--- src/dcd_pkg.sv ---
package dcd_pkg;

	localparam int dflt_xlen = 32; // data path width the records are built for
	localparam int msg_w = 3 * dflt_xlen + 4; // lsu message is the widest member

	typedef enum logic [1:0] {
		unit_alu = 2'd0,
		unit_lsu = 2'd1,
		unit_mul = 2'd2
	} unit_e;

	typedef enum logic [3:0] {
		alu_add  = 4'd0,
		alu_sub  = 4'd1,
		alu_and  = 4'd2,
		alu_or   = 4'd3,
		alu_xor  = 4'd4,
		alu_slt  = 4'd5,
		alu_sltu = 4'd6,
		alu_sll  = 4'd7,
		alu_srl  = 4'd8,
		alu_sra  = 4'd9
	} alu_op_e;

	typedef struct packed {
		logic [dflt_xlen-1:0] pc;
		logic [31:0] inst;
	} fetch_t;

	typedef struct packed {
		logic [dflt_xlen-1:0] pc;
		logic [4:0] rs1;
		logic rs1_need;
		logic [4:0] rs2;
		logic rs2_need;
		logic [4:0] rd;
		logic rd_wr;
		logic [dflt_xlen-1:0] imm;
		unit_e unit;
		alu_op_e alu_op;
		logic use_imm; // op2 from imm instead of rs2
		logic ls_sel; // 0 load, 1 store
		logic [2:0] ls_type; // funct3 of the access
		logic mul_high; // upper half of the product
		logic mul_uns; // zero-extend both operands
		logic illegal;
		logic [31:0] inst;
	} dcd_t;

	typedef struct packed {
		logic [msg_w-2*dflt_xlen-6:0] pad;
		alu_op_e op;
		logic [dflt_xlen-1:0] op1;
		logic [dflt_xlen-1:0] op2; // raw instruction when illegal
		logic illegal;
	} alu_msg_t;

	typedef struct packed {
		logic sel;
		logic [2:0] ls_type;
		logic [dflt_xlen-1:0] base;
		logic [dflt_xlen-1:0] ofs;
		logic [dflt_xlen-1:0] wdata;
	} lsu_msg_t;

	typedef struct packed {
		logic [msg_w-2*dflt_xlen-4:0] pad;
		logic [dflt_xlen:0] op_a;
		logic [dflt_xlen:0] op_b;
		logic res_sel; // 1 selects the high word
	} mul_msg_t;

	// one stored word, read according to the unit field
	typedef union packed {
		alu_msg_t alu;
		lsu_msg_t lsu;
		mul_msg_t mul;
	} dsp_msg_u;

	typedef struct packed {
		unit_e unit;
		logic [4:0] rd;
		logic rd_wr;
		logic [dflt_xlen-1:0] pc;
		dsp_msg_u msg;
	} dsp_t;

	typedef struct packed {
		logic [dflt_xlen-1:0] pc;
		logic [4:0] rd;
		alu_msg_t msg;
	} alu_req_t;

	typedef struct packed {
		logic [4:0] rd;
		lsu_msg_t msg;
	} lsu_req_t;

	typedef struct packed {
		logic [4:0] rd;
		mul_msg_t msg;
	} mul_req_t;

endpackage

--- src/dcd_dsptc_top.sv ---
`timescale 1ns/1ps

module dcd_dsptc_top #(
	parameter int xlen = 32
) (
	input  logic clk,
	input  logic rst_n,
	input  logic flush,
	input  dcd_pkg::fetch_t fetch,
	input  logic fetch_valid,
	output logic fetch_ready,
	input  logic wb_en,
	input  logic [4:0] wb_addr,
	input  logic [xlen-1:0] wb_data,
	output dcd_pkg::alu_req_t alu_req,
	output logic alu_valid,
	input  logic alu_ready,
	output dcd_pkg::lsu_req_t lsu_req,
	output logic lsu_valid,
	input  logic lsu_ready,
	output dcd_pkg::mul_req_t mul_req,
	output logic mul_valid,
	input  logic mul_ready
);
	import dcd_pkg::*;

	dcd_t dcd;
	logic dcd_valid;
	logic dcd_ready;
	dsp_t dsp;
	logic dsp_valid;
	logic dsp_ready;
	logic [4:0] rs1_addr;
	logic [4:0] rs2_addr;
	logic [xlen-1:0] rs1_data;
	logic [xlen-1:0] rs2_data;

	inst_decoder u_decoder (
		.clk(clk),
		.rst_n(rst_n),
		.flush(flush),
		.fetch(fetch),
		.fetch_valid(fetch_valid),
		.fetch_ready(fetch_ready),
		.dcd(dcd),
		.dcd_valid(dcd_valid),
		.dcd_ready(dcd_ready)
	);

	reg_file #(
		.xlen(xlen)
	) u_reg_file (
		.clk(clk),
		.rst_n(rst_n),
		.rd_addr0(rs1_addr),
		.rd_data0(rs1_data),
		.rd_addr1(rs2_addr),
		.rd_data1(rs2_data),
		.wr_en(wb_en),
		.wr_addr(wb_addr),
		.wr_data(wb_data)
	);

	reg_read_stage #(
		.xlen(xlen)
	) u_reg_read (
		.clk(clk),
		.rst_n(rst_n),
		.flush(flush),
		.dcd(dcd),
		.dcd_valid(dcd_valid),
		.dcd_ready(dcd_ready),
		.rs1_addr(rs1_addr),
		.rs2_addr(rs2_addr),
		.rs1_data(rs1_data),
		.rs2_data(rs2_data),
		.dsp(dsp),
		.dsp_valid(dsp_valid),
		.dsp_ready(dsp_ready)
	);

	dispatcher u_dispatcher (
		.clk(clk),
		.rst_n(rst_n),
		.flush(flush),
		.dsp(dsp),
		.dsp_valid(dsp_valid),
		.dsp_ready(dsp_ready),
		.alu_req(alu_req),
		.alu_valid(alu_valid),
		.alu_ready(alu_ready),
		.lsu_req(lsu_req),
		.lsu_valid(lsu_valid),
		.lsu_ready(lsu_ready),
		.mul_req(mul_req),
		.mul_valid(mul_valid),
		.mul_ready(mul_ready)
	);

endmodule

--- src/dispatcher.sv ---
`timescale 1ns/1ps

module dispatcher (
	input  logic clk,
	input  logic rst_n,
	input  logic flush,
	input  dcd_pkg::dsp_t dsp,
	input  logic dsp_valid,
	output logic dsp_ready,
	output dcd_pkg::alu_req_t alu_req,
	output logic alu_valid,
	input  logic alu_ready,
	output dcd_pkg::lsu_req_t lsu_req,
	output logic lsu_valid,
	input  logic lsu_ready,
	output dcd_pkg::mul_req_t mul_req,
	output logic mul_valid,
	input  logic mul_ready
);
	import dcd_pkg::*;

	dsp_t held;
	logic held_valid;
	logic sel_ready;
	logic [4:0] rd_out;

	// ready of the unit the held item targets
	always_comb begin
		case (held.unit)
			unit_lsu: sel_ready = lsu_ready;
			unit_mul: sel_ready = mul_ready;
			default: sel_ready = alu_ready;
		endcase
	end

	assign dsp_ready = !held_valid || sel_ready;
	assign rd_out = held.rd_wr ? held.rd : 5'd0; // x0 when nothing is written back

	assign alu_valid = held_valid && held.unit == unit_alu;
	assign lsu_valid = held_valid && held.unit == unit_lsu;
	assign mul_valid = held_valid && held.unit == unit_mul;

	assign alu_req = '{pc: held.pc, rd: rd_out, msg: held.msg.alu};
	assign lsu_req = '{rd: rd_out, msg: held.msg.lsu};
	assign mul_req = '{rd: rd_out, msg: held.msg.mul};

	always_ff @(posedge clk or negedge rst_n) begin
		if (!rst_n)
			held_valid <= 1'b0;
		else if (flush)
			held_valid <= 1'b0;
		else if (dsp_valid && dsp_ready)
			held_valid <= 1'b1;
		else if (sel_ready)
			held_valid <= 1'b0;
	end

	always_ff @(posedge clk) begin
		if (dsp_valid && dsp_ready)
			held <= dsp;
	end

endmodule

--- src/inst_decoder.sv ---
`timescale 1ns/1ps

module inst_decoder (
	input  logic clk,
	input  logic rst_n,
	input  logic flush,
	input  dcd_pkg::fetch_t fetch,
	input  logic fetch_valid,
	output logic fetch_ready,
	output dcd_pkg::dcd_t dcd,
	output logic dcd_valid,
	input  logic dcd_ready
);
	import dcd_pkg::*;

	logic [6:0] opcode;
	logic [2:0] funct3;
	logic [6:0] funct7;
	logic [31:0] imm_i;
	logic [31:0] imm_s;
	dcd_t nxt;

	function automatic alu_op_e alu_op_of(input logic [2:0] f3, input logic alt);
		case (f3)
			3'b000: alu_op_of = alt ? alu_sub : alu_add;
			3'b001: alu_op_of = alu_sll;
			3'b010: alu_op_of = alu_slt;
			3'b011: alu_op_of = alu_sltu;
			3'b100: alu_op_of = alu_xor;
			3'b101: alu_op_of = alt ? alu_sra : alu_srl;
			3'b110: alu_op_of = alu_or;
			default: alu_op_of = alu_and;
		endcase
	endfunction

	assign opcode = fetch.inst[6:0];
	assign funct3 = fetch.inst[14:12];
	assign funct7 = fetch.inst[31:25];
	assign imm_i = {{20{fetch.inst[31]}}, fetch.inst[31:20]};
	assign imm_s = {{20{fetch.inst[31]}}, fetch.inst[31:25], fetch.inst[11:7]};

	always_comb begin
		nxt = '0;
		nxt.pc = fetch.pc;
		nxt.inst = fetch.inst;
		nxt.rs1 = fetch.inst[19:15];
		nxt.rs2 = fetch.inst[24:20];
		nxt.rd = fetch.inst[11:7];
		nxt.unit = unit_alu;
		nxt.alu_op = alu_add;
		nxt.ls_type = funct3;
		nxt.illegal = 1'b1; // cleared by each supported encoding
		case (opcode)
			7'b0110011: begin // register ops and mul
				nxt.rs1_need = 1'b1;
				nxt.rs2_need = 1'b1;
				nxt.rd_wr = 1'b1;
				if (funct7 == 7'b0000001) begin
					nxt.unit = unit_mul;
					nxt.mul_high = funct3 != 3'b000;
					nxt.mul_uns = funct3 == 3'b011;
					nxt.illegal = !(funct3 inside {3'b000, 3'b001, 3'b011});
				end else begin
					nxt.alu_op = alu_op_of(funct3, funct7[5]);
					nxt.illegal = !(funct7 == 7'b0000000 ||
						(funct7 == 7'b0100000 && funct3 inside {3'b000, 3'b101}));
				end
			end
			7'b0010011: begin // immediate ops
				nxt.rs1_need = 1'b1;
				nxt.rd_wr = 1'b1;
				nxt.use_imm = 1'b1;
				if (funct3 == 3'b001 || funct3 == 3'b101) begin
					nxt.imm = {27'd0, fetch.inst[24:20]}; // shamt only
					nxt.alu_op = alu_op_of(funct3, funct7[5]);
					nxt.illegal = !(funct7 == 7'b0000000 ||
						(funct7 == 7'b0100000 && funct3 == 3'b101));
				end else begin
					nxt.imm = imm_i;
					nxt.alu_op = alu_op_of(funct3, 1'b0);
					nxt.illegal = 1'b0;
				end
			end
			7'b0110111: begin // lui adds the upper imm to x0
				nxt.rd_wr = 1'b1;
				nxt.use_imm = 1'b1;
				nxt.imm = {fetch.inst[31:12], 12'd0};
				nxt.illegal = 1'b0;
			end
			7'b0000011: begin
				nxt.unit = unit_lsu;
				nxt.rs1_need = 1'b1;
				nxt.rd_wr = 1'b1;
				nxt.imm = imm_i;
				nxt.illegal = !(funct3 inside {3'b000, 3'b001, 3'b010, 3'b100, 3'b101});
			end
			7'b0100011: begin
				nxt.unit = unit_lsu;
				nxt.ls_sel = 1'b1;
				nxt.rs1_need = 1'b1;
				nxt.rs2_need = 1'b1;
				nxt.imm = imm_s;
				nxt.illegal = !(funct3 inside {3'b000, 3'b001, 3'b010});
			end
			default: nxt.illegal = 1'b1;
		endcase
		if (nxt.illegal) begin
			// goes to the alu as a plain word
			nxt.unit = unit_alu;
			nxt.rs1_need = 1'b0;
			nxt.rs2_need = 1'b0;
			nxt.rd_wr = 1'b0;
			nxt.use_imm = 1'b0;
		end
	end

	assign fetch_ready = !dcd_valid || dcd_ready;

	always_ff @(posedge clk or negedge rst_n) begin
		if (!rst_n)
			dcd_valid <= 1'b0;
		else if (flush)
			dcd_valid <= 1'b0;
		else if (fetch_valid && fetch_ready)
			dcd_valid <= 1'b1;
		else if (dcd_ready)
			dcd_valid <= 1'b0;
	end

	always_ff @(posedge clk) begin
		if (fetch_valid && fetch_ready)
			dcd <= nxt;
	end

endmodule

--- src/reg_file.sv ---
`timescale 1ns/1ps

module reg_file #(
	parameter int xlen = 32
) (
	input  logic clk,
	input  logic rst_n,
	input  logic [4:0] rd_addr0,
	output logic [xlen-1:0] rd_data0,
	input  logic [4:0] rd_addr1,
	output logic [xlen-1:0] rd_data1,
	input  logic wr_en,
	input  logic [4:0] wr_addr,
	input  logic [xlen-1:0] wr_data
);

	logic [xlen-1:0] regs [0:31];

	// x0 is cleared at reset and never written
	always_ff @(posedge clk or negedge rst_n) begin
		if (!rst_n) begin
			for (int i = 0; i < 32; i++)
				regs[i] <= '0;
		end else if (wr_en && wr_addr != 5'd0) begin
			regs[wr_addr] <= wr_data;
		end
	end

	assign rd_data0 = regs[rd_addr0]; // no write forwarding
	assign rd_data1 = regs[rd_addr1];

endmodule

--- src/reg_read_stage.sv ---
`timescale 1ns/1ps

module reg_read_stage #(
	parameter int xlen = 32
) (
	input  logic clk,
	input  logic rst_n,
	input  logic flush,
	input  dcd_pkg::dcd_t dcd,
	input  logic dcd_valid,
	output logic dcd_ready,
	output logic [4:0] rs1_addr,
	output logic [4:0] rs2_addr,
	input  logic [xlen-1:0] rs1_data,
	input  logic [xlen-1:0] rs2_data,
	output dcd_pkg::dsp_t dsp,
	output logic dsp_valid,
	input  logic dsp_ready
);
	import dcd_pkg::*;

	logic [xlen-1:0] op2;
	dsp_t nxt;

	// unused sources read x0
	assign rs1_addr = dcd.rs1_need ? dcd.rs1 : 5'd0;
	assign rs2_addr = dcd.rs2_need ? dcd.rs2 : 5'd0;
	assign op2 = dcd.use_imm ? dcd.imm : rs2_data;

	always_comb begin
		nxt = '0;
		nxt.unit = dcd.unit;
		nxt.rd = dcd.rd;
		nxt.rd_wr = dcd.rd_wr;
		nxt.pc = dcd.pc;
		case (dcd.unit)
			unit_lsu: begin
				nxt.msg.lsu.sel = dcd.ls_sel;
				nxt.msg.lsu.ls_type = dcd.ls_type;
				nxt.msg.lsu.base = rs1_data;
				nxt.msg.lsu.ofs = dcd.imm;
				nxt.msg.lsu.wdata = rs2_data;
			end
			unit_mul: begin
				nxt.msg.mul.op_a = {!dcd.mul_uns && rs1_data[xlen-1], rs1_data};
				nxt.msg.mul.op_b = {!dcd.mul_uns && rs2_data[xlen-1], rs2_data};
				nxt.msg.mul.res_sel = dcd.mul_high;
			end
			default: begin
				nxt.msg.alu.op = dcd.alu_op;
				nxt.msg.alu.op1 = rs1_data;
				nxt.msg.alu.op2 = dcd.illegal ? xlen'(dcd.inst) : op2; // raw word on illegal
				nxt.msg.alu.illegal = dcd.illegal;
			end
		endcase
	end

	assign dcd_ready = !dsp_valid || dsp_ready;

	always_ff @(posedge clk or negedge rst_n) begin
		if (!rst_n)
			dsp_valid <= 1'b0;
		else if (flush)
			dsp_valid <= 1'b0;
		else if (dcd_valid && dcd_ready)
			dsp_valid <= 1'b1;
		else if (dsp_ready)
			dsp_valid <= 1'b0;
	end

	always_ff @(posedge clk) begin
		if (dcd_valid && dcd_ready)
			dsp <= nxt;
	end

endmodule

--- config.mk ---
export PLATFORM = sky130hd
export DESIGN_NAME = dcd_dsptc_top
export DESIGN_NICKNAME = d
export VERILOG_FILES = /design/src/dcd_pkg.sv /design/src/dcd_dsptc_top.sv /design/src/dispatcher.sv /design/src/inst_decoder.sv /design/src/reg_file.sv /design/src/reg_read_stage.sv
export SDC_FILE = /design/constraint.sdc
export NUM_CORES = 2
export LEC_CHECK = 0
export BUFFER_PORTS_ARGS = -buffer_cell sky130_fd_sc_hd__buf_2
export CAP_MARGIN = 20
export CORE_MARGIN = 2
export CORE_UTILIZATION = 30
export DETAILED_ROUTE_END_ITERATION = 6
export PLACE_DENSITY_LB_ADDON = 0.05
export SYNTH_ARGS = -nofsm -noshare
export SYNTH_HDL_FRONTEND = slang
export SYNTH_SLANG_ARGS = --single-unit
--- constraint.sdc ---
create_clock -name clk -period 19.8 [get_ports clk]
set_input_delay 0 -clock clk [delete_from_list [all_inputs] [get_ports clk]]
set_output_delay 0 -clock clk [all_outputs]
set_load 0.005 [all_outputs]
# == Word level (Yosys, flattened, before mapping) ==
# Index checks and enable logic that the tools add are counted.
# totals
regBits,1435
word_cells,177
output_inout_bits,351
# classes
muxes,45
n_bitwise,3
order_cmp,4
n_eq_ne,17
n_reduce_logical,45
# op_table
operator,count
bitwise mux 1024 bit,1
binary-select mux 32 bit (select 5 bit),2
two-way mux 32 bit,8
demux 32 bit (select 5 bit),1
case mux 67 bit (2 select lines),1
case mux 32 bit (4 select lines),1
case mux 4 bit (7 select lines),2
== test 7 x 6 -> 1 bit (second input constant),4
>= comparator 6 bit (second input constant),3
two-way mux 1 bit,18
inverter 5 -> 6 bit,3
nonzero test 3 bit,6
two-way mux 5 bit,3
logical AND 1 bit,12
nonzero test 5 bit,2
== test 3 bit (second input constant),3
logical NOT 1 bit,9
two-way mux 4 bit,2
case mux 2 bit (2 select lines),2
case mux 4 bit (2 select lines),1
OR reduction 4 bit,2
== test 7 x 1 -> 1 bit (second input constant),1
== test 7 x 2 -> 1 bit (second input constant),1
== test 7 x 5 -> 1 bit (second input constant),1
other kinds (15),25

# == Logic depth before layout (Yosys ltp) ==
# logic_depth
ltp_word,8
depth_mapped,11
ltp_nobuf,8

# == Hierarchy ==
# A second synthesis with hierarchy kept.
# unflattened
cells_unflattened,5856
hier_area_um2,73445.4
# by_module_without_submodules
mod,cells_per_inst,area_each_um2,n_inst
reg_file,4601,55942.4,1
dispatcher,503,6946.7,1
reg_read_stage,503,6357.3,1
inst_decoder,249,4199.0,1

# == Worst setup path after synthesis ==
# OpenSTA, ideal clock, no wires.
# synth_path
path_kind,reg2reg
start,register u_dispatcher.held[138] (netlist name)
end,register u_reg_read.dsp[0] (netlist name)
path_buffers,0
period_less_slack_ns,11.997
arrival_ns,11.144
path_stages_with_launch,7
required_time_ns,18.948
setup_ns,0.852
setup_slack_ns,7.803
path_cell_list,edfxtp_1 inv_1 ha_1 nand2_1 o21ai_0 and2_0 a21boi_0
# synth_via
elab_chain_len,5
word_cells_on_any_way,6
# synth_lines
element,line_no,text
"start, declared",dispatcher.sv:22,dsp_t held;
"start signal, assigned",dispatcher.sv:60,held <= dsp;
== test 2 bit / == test 2 x 1 -> 1 bit (equally long branches),dispatcher.sv:29,case (held.unit)
case mux 1 bit (2 select lines) (*),dispatcher.sv:29,
logical OR 1 bit (*),dispatcher.sv:36,assign dsp_ready = !held_valid || sel_ready;
logical OR 1 bit (*),reg_read_stage.sv:58,assign dcd_ready = !dsp_valid || dsp_ready;
logical AND 1 bit (*),reg_read_stage.sv:72,if (dcd_valid && dcd_ready)
# Every way passes the cells marked *; elsewhere a longest branch is shown, timed or not.
# A chain may end at the register's enable or synchronous reset.

==> impl_summary.txt <==
----------------------------------------------------
[Outcome]
  Outcome ... complete, no violations

[Synth]
  Netlist area before placement ... 0.0743 sq mm
  Post-synthesis sequential area ratio ... 50.4%
  Synthesized net count ... 6119
  Warnings, synthesis ... 0
  Area fraction of the dominant cell type after synthesis ... 34.6%
  Fraction of registers with async set or reset after synthesis ... 72.5%
  Yosys reg bits ... 1417
  Synth Instances ... 6005
  Mean Syn Cell Area ... 12.4 sq um
  Synth area leaders ... sky130_fd_sc_hd__dfrtp_1, sky130_fd_sc_hd__mux2_2, sky130_fd_sc_hd__edfxtp_1, sky130_fd_sc_hd__mux2i_1, sky130_fd_sc_hd__buf_4
  Distinct cell type count after synthesis ... 83
  Yosys top cell by area ... sky130_fd_sc_hd__dfrtp_1
  Primary FF master, synth ... sky130_fd_sc_hd__dfrtp_1
  Number of synthesized flops with an enable pin ... 390

[Min path]
  Type of the worst min-delay path ... input pin to flop

[Run]
  Max Cap Viol ... 0

[Place]
  Last weighted congestion value of the routability-driven placer ... 0.790
  Final HPWL DP ... 195000 microns
  Number of I/O port buffers ... 459

[Clock network]
  Clock edge transition at the registers on the reported setup and hold paths ... 60 ps
  Deepest level of the CTS H-tree ... 4
  Buffer type at the clock tree root ... sky130_fd_sc_hd__clkbuf_16
  Clock latency of the later-clocked register in the worst-skew pair ... 840 ps
  Longest Clk Path Bufs ... 3
  TritonCTS buffer count ... 174
  Clock sink total ... 1417
  Number of hold buffers added after CTS ... 168
  Post-cts gate resize count ... 0
  CTS tree ... done
  Total setup buffers inserted after CTS ... 0

[GRT]
  Number of antenna violations at the first check in global routing ... 30
  Overall routing resource usage ... 26.1%
  Congestion Overflow GR ... 0
  Vias in the first global route ... 53717
  First-pass GRT wire length ... 460000 microns
  Pin count of the biggest net entering global routing ... 136

[Routing]
  Iter 0 DRT Violations ... 4689
  Remaining number of nets flagged by the antenna check after routing ... 0
  Number of vias per cell ... 5.60
  Detailed-routing iteration count for the pre-antenna-repair pass ... 6
  Total via count in the routed design ... 53307
  Count of unresolved DRC violations after routing ... 0
  Average wire length per cell after detail routing ... 35.1 microns
  Final routed wirelength across all metal layers ... 334000 microns

[STA]
  Worst-case clock skew ... 21.0 ps
  # setup viols final ... 0
  Pin slew with the least headroom to its limit ... 1330 ps
  Setup repair after global routing missed its margin ... no
  Number of failing hold endpoints at the final stage ... 0
  Pins Over Slew Limit ... 0
  Setup TNS ... 0 ps
  Normalized max-slew margin ... 10.8%
  Final worst path period share ... 28.1%
  Fin crit period ... 5560 ps
  Maximum achievable frequency ... 180 MHz

[Layout]
  Post-layout nets ... 6169
  Util after Layout ... 34.4%
  Layout-stage area growth over the synthesis result ... 14.1%
  Ratio of cells with drive above 1 in the final layout ... 34.4%
  Commonest cells after routing, fill and taps aside ... sky130_fd_sc_hd__mux2_2, sky130_fd_sc_hd__dfrtp_1, sky130_fd_sc_hd__mux2i_1
  Fill cell count ... 24233
  Most common cell after layout, fill and taps aside ... sky130_fd_sc_hd__mux2_2

[Floorplan]
  Floorplan die height ... 502 microns
  Initial Util ... 30.2%
  Cell row count ... 182
  Number of I/O pins ... 460
  Placeable core area ... 0.246 sq mm
  Die X-Extent ... 502 microns
  Die ar. ... 0.252 sq mm

[Critical path]
  WP data required ... 20480 ps
  Category of the worst setup path capture point ... flop
  Critical path class ... flop to flop
  Worst-path fanout max ... 49
  Arrival time at the worst endpoint ... 6230 ps
  Kind of launch point of the worst setup path ... flop

[Power and ir drop]
  Power after layout ... 8.64 mW
  Pwr dens ... 102 mW/mm^2
  Max IR drop VDD ... 0.0000827 V
  Leakage power total ... 35.6 nW

----------------------------------------------------
## per-layer routing
| layer | part of all wire [%] | global-route usage [%] | vias to the layer above |
|---|---|---|---|
| met5 | 0.019 | 0 | - |
| met4 | 3.0 | 7.77 | 10 |
| met3 | 5.5 | 4.12 | 443 |
| met2 | 44 | 40.2 | 2020 |
| met1 | 47 | 37.4 | 28442 |
| li1 | - | - | 22392 |
## kinds of logic after synthesis
family / Yosys count / synth area share [%]
AO/OA/AOI/OAI: 1281 / 12.4
XOR/XNOR: 1 / 0.0118
adder cells (fa/ha/maj): 5 / 0.0842
buffers and inverters: 972 / 7.38
flip-flops: 1417 / 50.4
multiplexers: 1690 / 25.2
AND/OR/NAND/NOR: 639 / 4.53
## worst paths after layout
| check | from | endpoint | slack (ps) | cells past startpoint |
|---|---|---|---|---|
| worst min register to register | u_decoder.dcd[118] | u_reg_read.dsp[122] | 410 | 0 |
| worst min-delay path | fetch[22] | u_decoder.dcd[22] | 70 | 2 |
| max in group asynchronous | rst_n | u_reg_file.regs[75] | 16320 | 7 |
| worst max-delay path | u_decoder.dcd[17] | u_reg_read.dsp[39] | 14240 | 10 |
| min in group asynchronous | rst_n | u_reg_file.regs[386] | 340 | 4 |
| worst max register to register | u_decoder.dcd[17] | u_reg_read.dsp[39] | 14240 | 10 |
## stage by stage
step | instances | hold slack (ps) | worst slack, ps | instance area [sq um]
after CTS | 9497 | 0.00672 | 14350 | 84700
after detailed placement | 9020 | 42.6 | 14360 | 77400
after global routing | 9503 | 35.0 | 14130 | 84700
after global placement | 9016 | 38.6 | 14340 | 77300
after floorplan | 6005 | -296 | 7800 | 74300
final | 9512 | 73.5 | 14240 | 84800
## synth_stat cells, types with 81 or more instances
| library cell | n |
|---|---|
| sky130_fd_sc_hd__clkbuf_1 | 297 |
| sky130_fd_sc_hd__nand2_1 | 137 |
| sky130_fd_sc_hd__o21ai_0 | 184 |
| sky130_fd_sc_hd__o22ai_1 | 123 |
| sky130_fd_sc_hd__buf_4 | 394 |
| sky130_fd_sc_hd__mux2i_1 | 596 |
| sky130_fd_sc_hd__nor2_1 | 112 |
| sky130_fd_sc_hd__buf_2 | 166 |
| sky130_fd_sc_hd__a22oi_1 | 239 |
| sky130_fd_sc_hd__a211oi_1 | 96 |
| sky130_fd_sc_hd__edfxtp_1 | 390 |
| sky130_fd_sc_hd__mux2_2 | 1052 |
| sky130_fd_sc_hd__nand3_1 | 89 |
| sky130_fd_sc_hd__a221oi_1 | 81 |
| sky130_fd_sc_hd__a21oi_1 | 190 |
| sky130_fd_sc_hd__dfrtp_1 | 1027 |
| sky130_fd_sc_hd__nand2b_1 | 114 |
## report_power, final
group / leakage (nW) / switching, mW / internal (mW)
Sequential: 16.8 / 0.342 / 3.47
Combinational: 16.1 / 0.887 / 0.725
Clock: 2.72 / 1.37 / 1.84
Total: 35.6 / 2.60 / 6.04
## state kept, by name (all words and copies together) (netlist names)
signal	flops
u_decoder.dcd	110
u_decoder.dcd_valid	1
u_dispatcher.alu_req	132
u_dispatcher.held	8
u_dispatcher.held_valid	1
u_reg_file.regs	1024
u_reg_read.dsp	140
u_reg_read.dsp_valid	1
## final cells by class
cell class / instances / area, sq um / area share [%]
sequential: 1417 / 37400 / 44.1
antenna: 12 / 30.0 / 0.0354
tap: 3312 / 4140 / 4.89
clock inverter: 50 / 659 / 0.778
multi-input combinational: 3616 / 31900 / 37.6
clock buffer: 259 / 4960 / 5.86
timing repair buffer: 810 / 5550 / 6.55
inverter: 36 / 145 / 0.171
## critical path: stages, from the launching register on
cell and delay (ps):
sky130_fd_sc_hd__edfxtp_1 320, sky130_fd_sc_hd__buf_4 470, sky130_fd_sc_hd__buf_4 700, sky130_fd_sc_hd__and2_4 870
sky130_fd_sc_hd__buf_4 700, sky130_fd_sc_hd__buf_4 550, sky130_fd_sc_hd__a22o_1 200, sky130_fd_sc_hd__a221oi_1 120
sky130_fd_sc_hd__a2111oi_4 890, sky130_fd_sc_hd__a22oi_1 140, sky130_fd_sc_hd__o21ai_0 200
No activity file was read; power rests on OpenSTA's default activity.
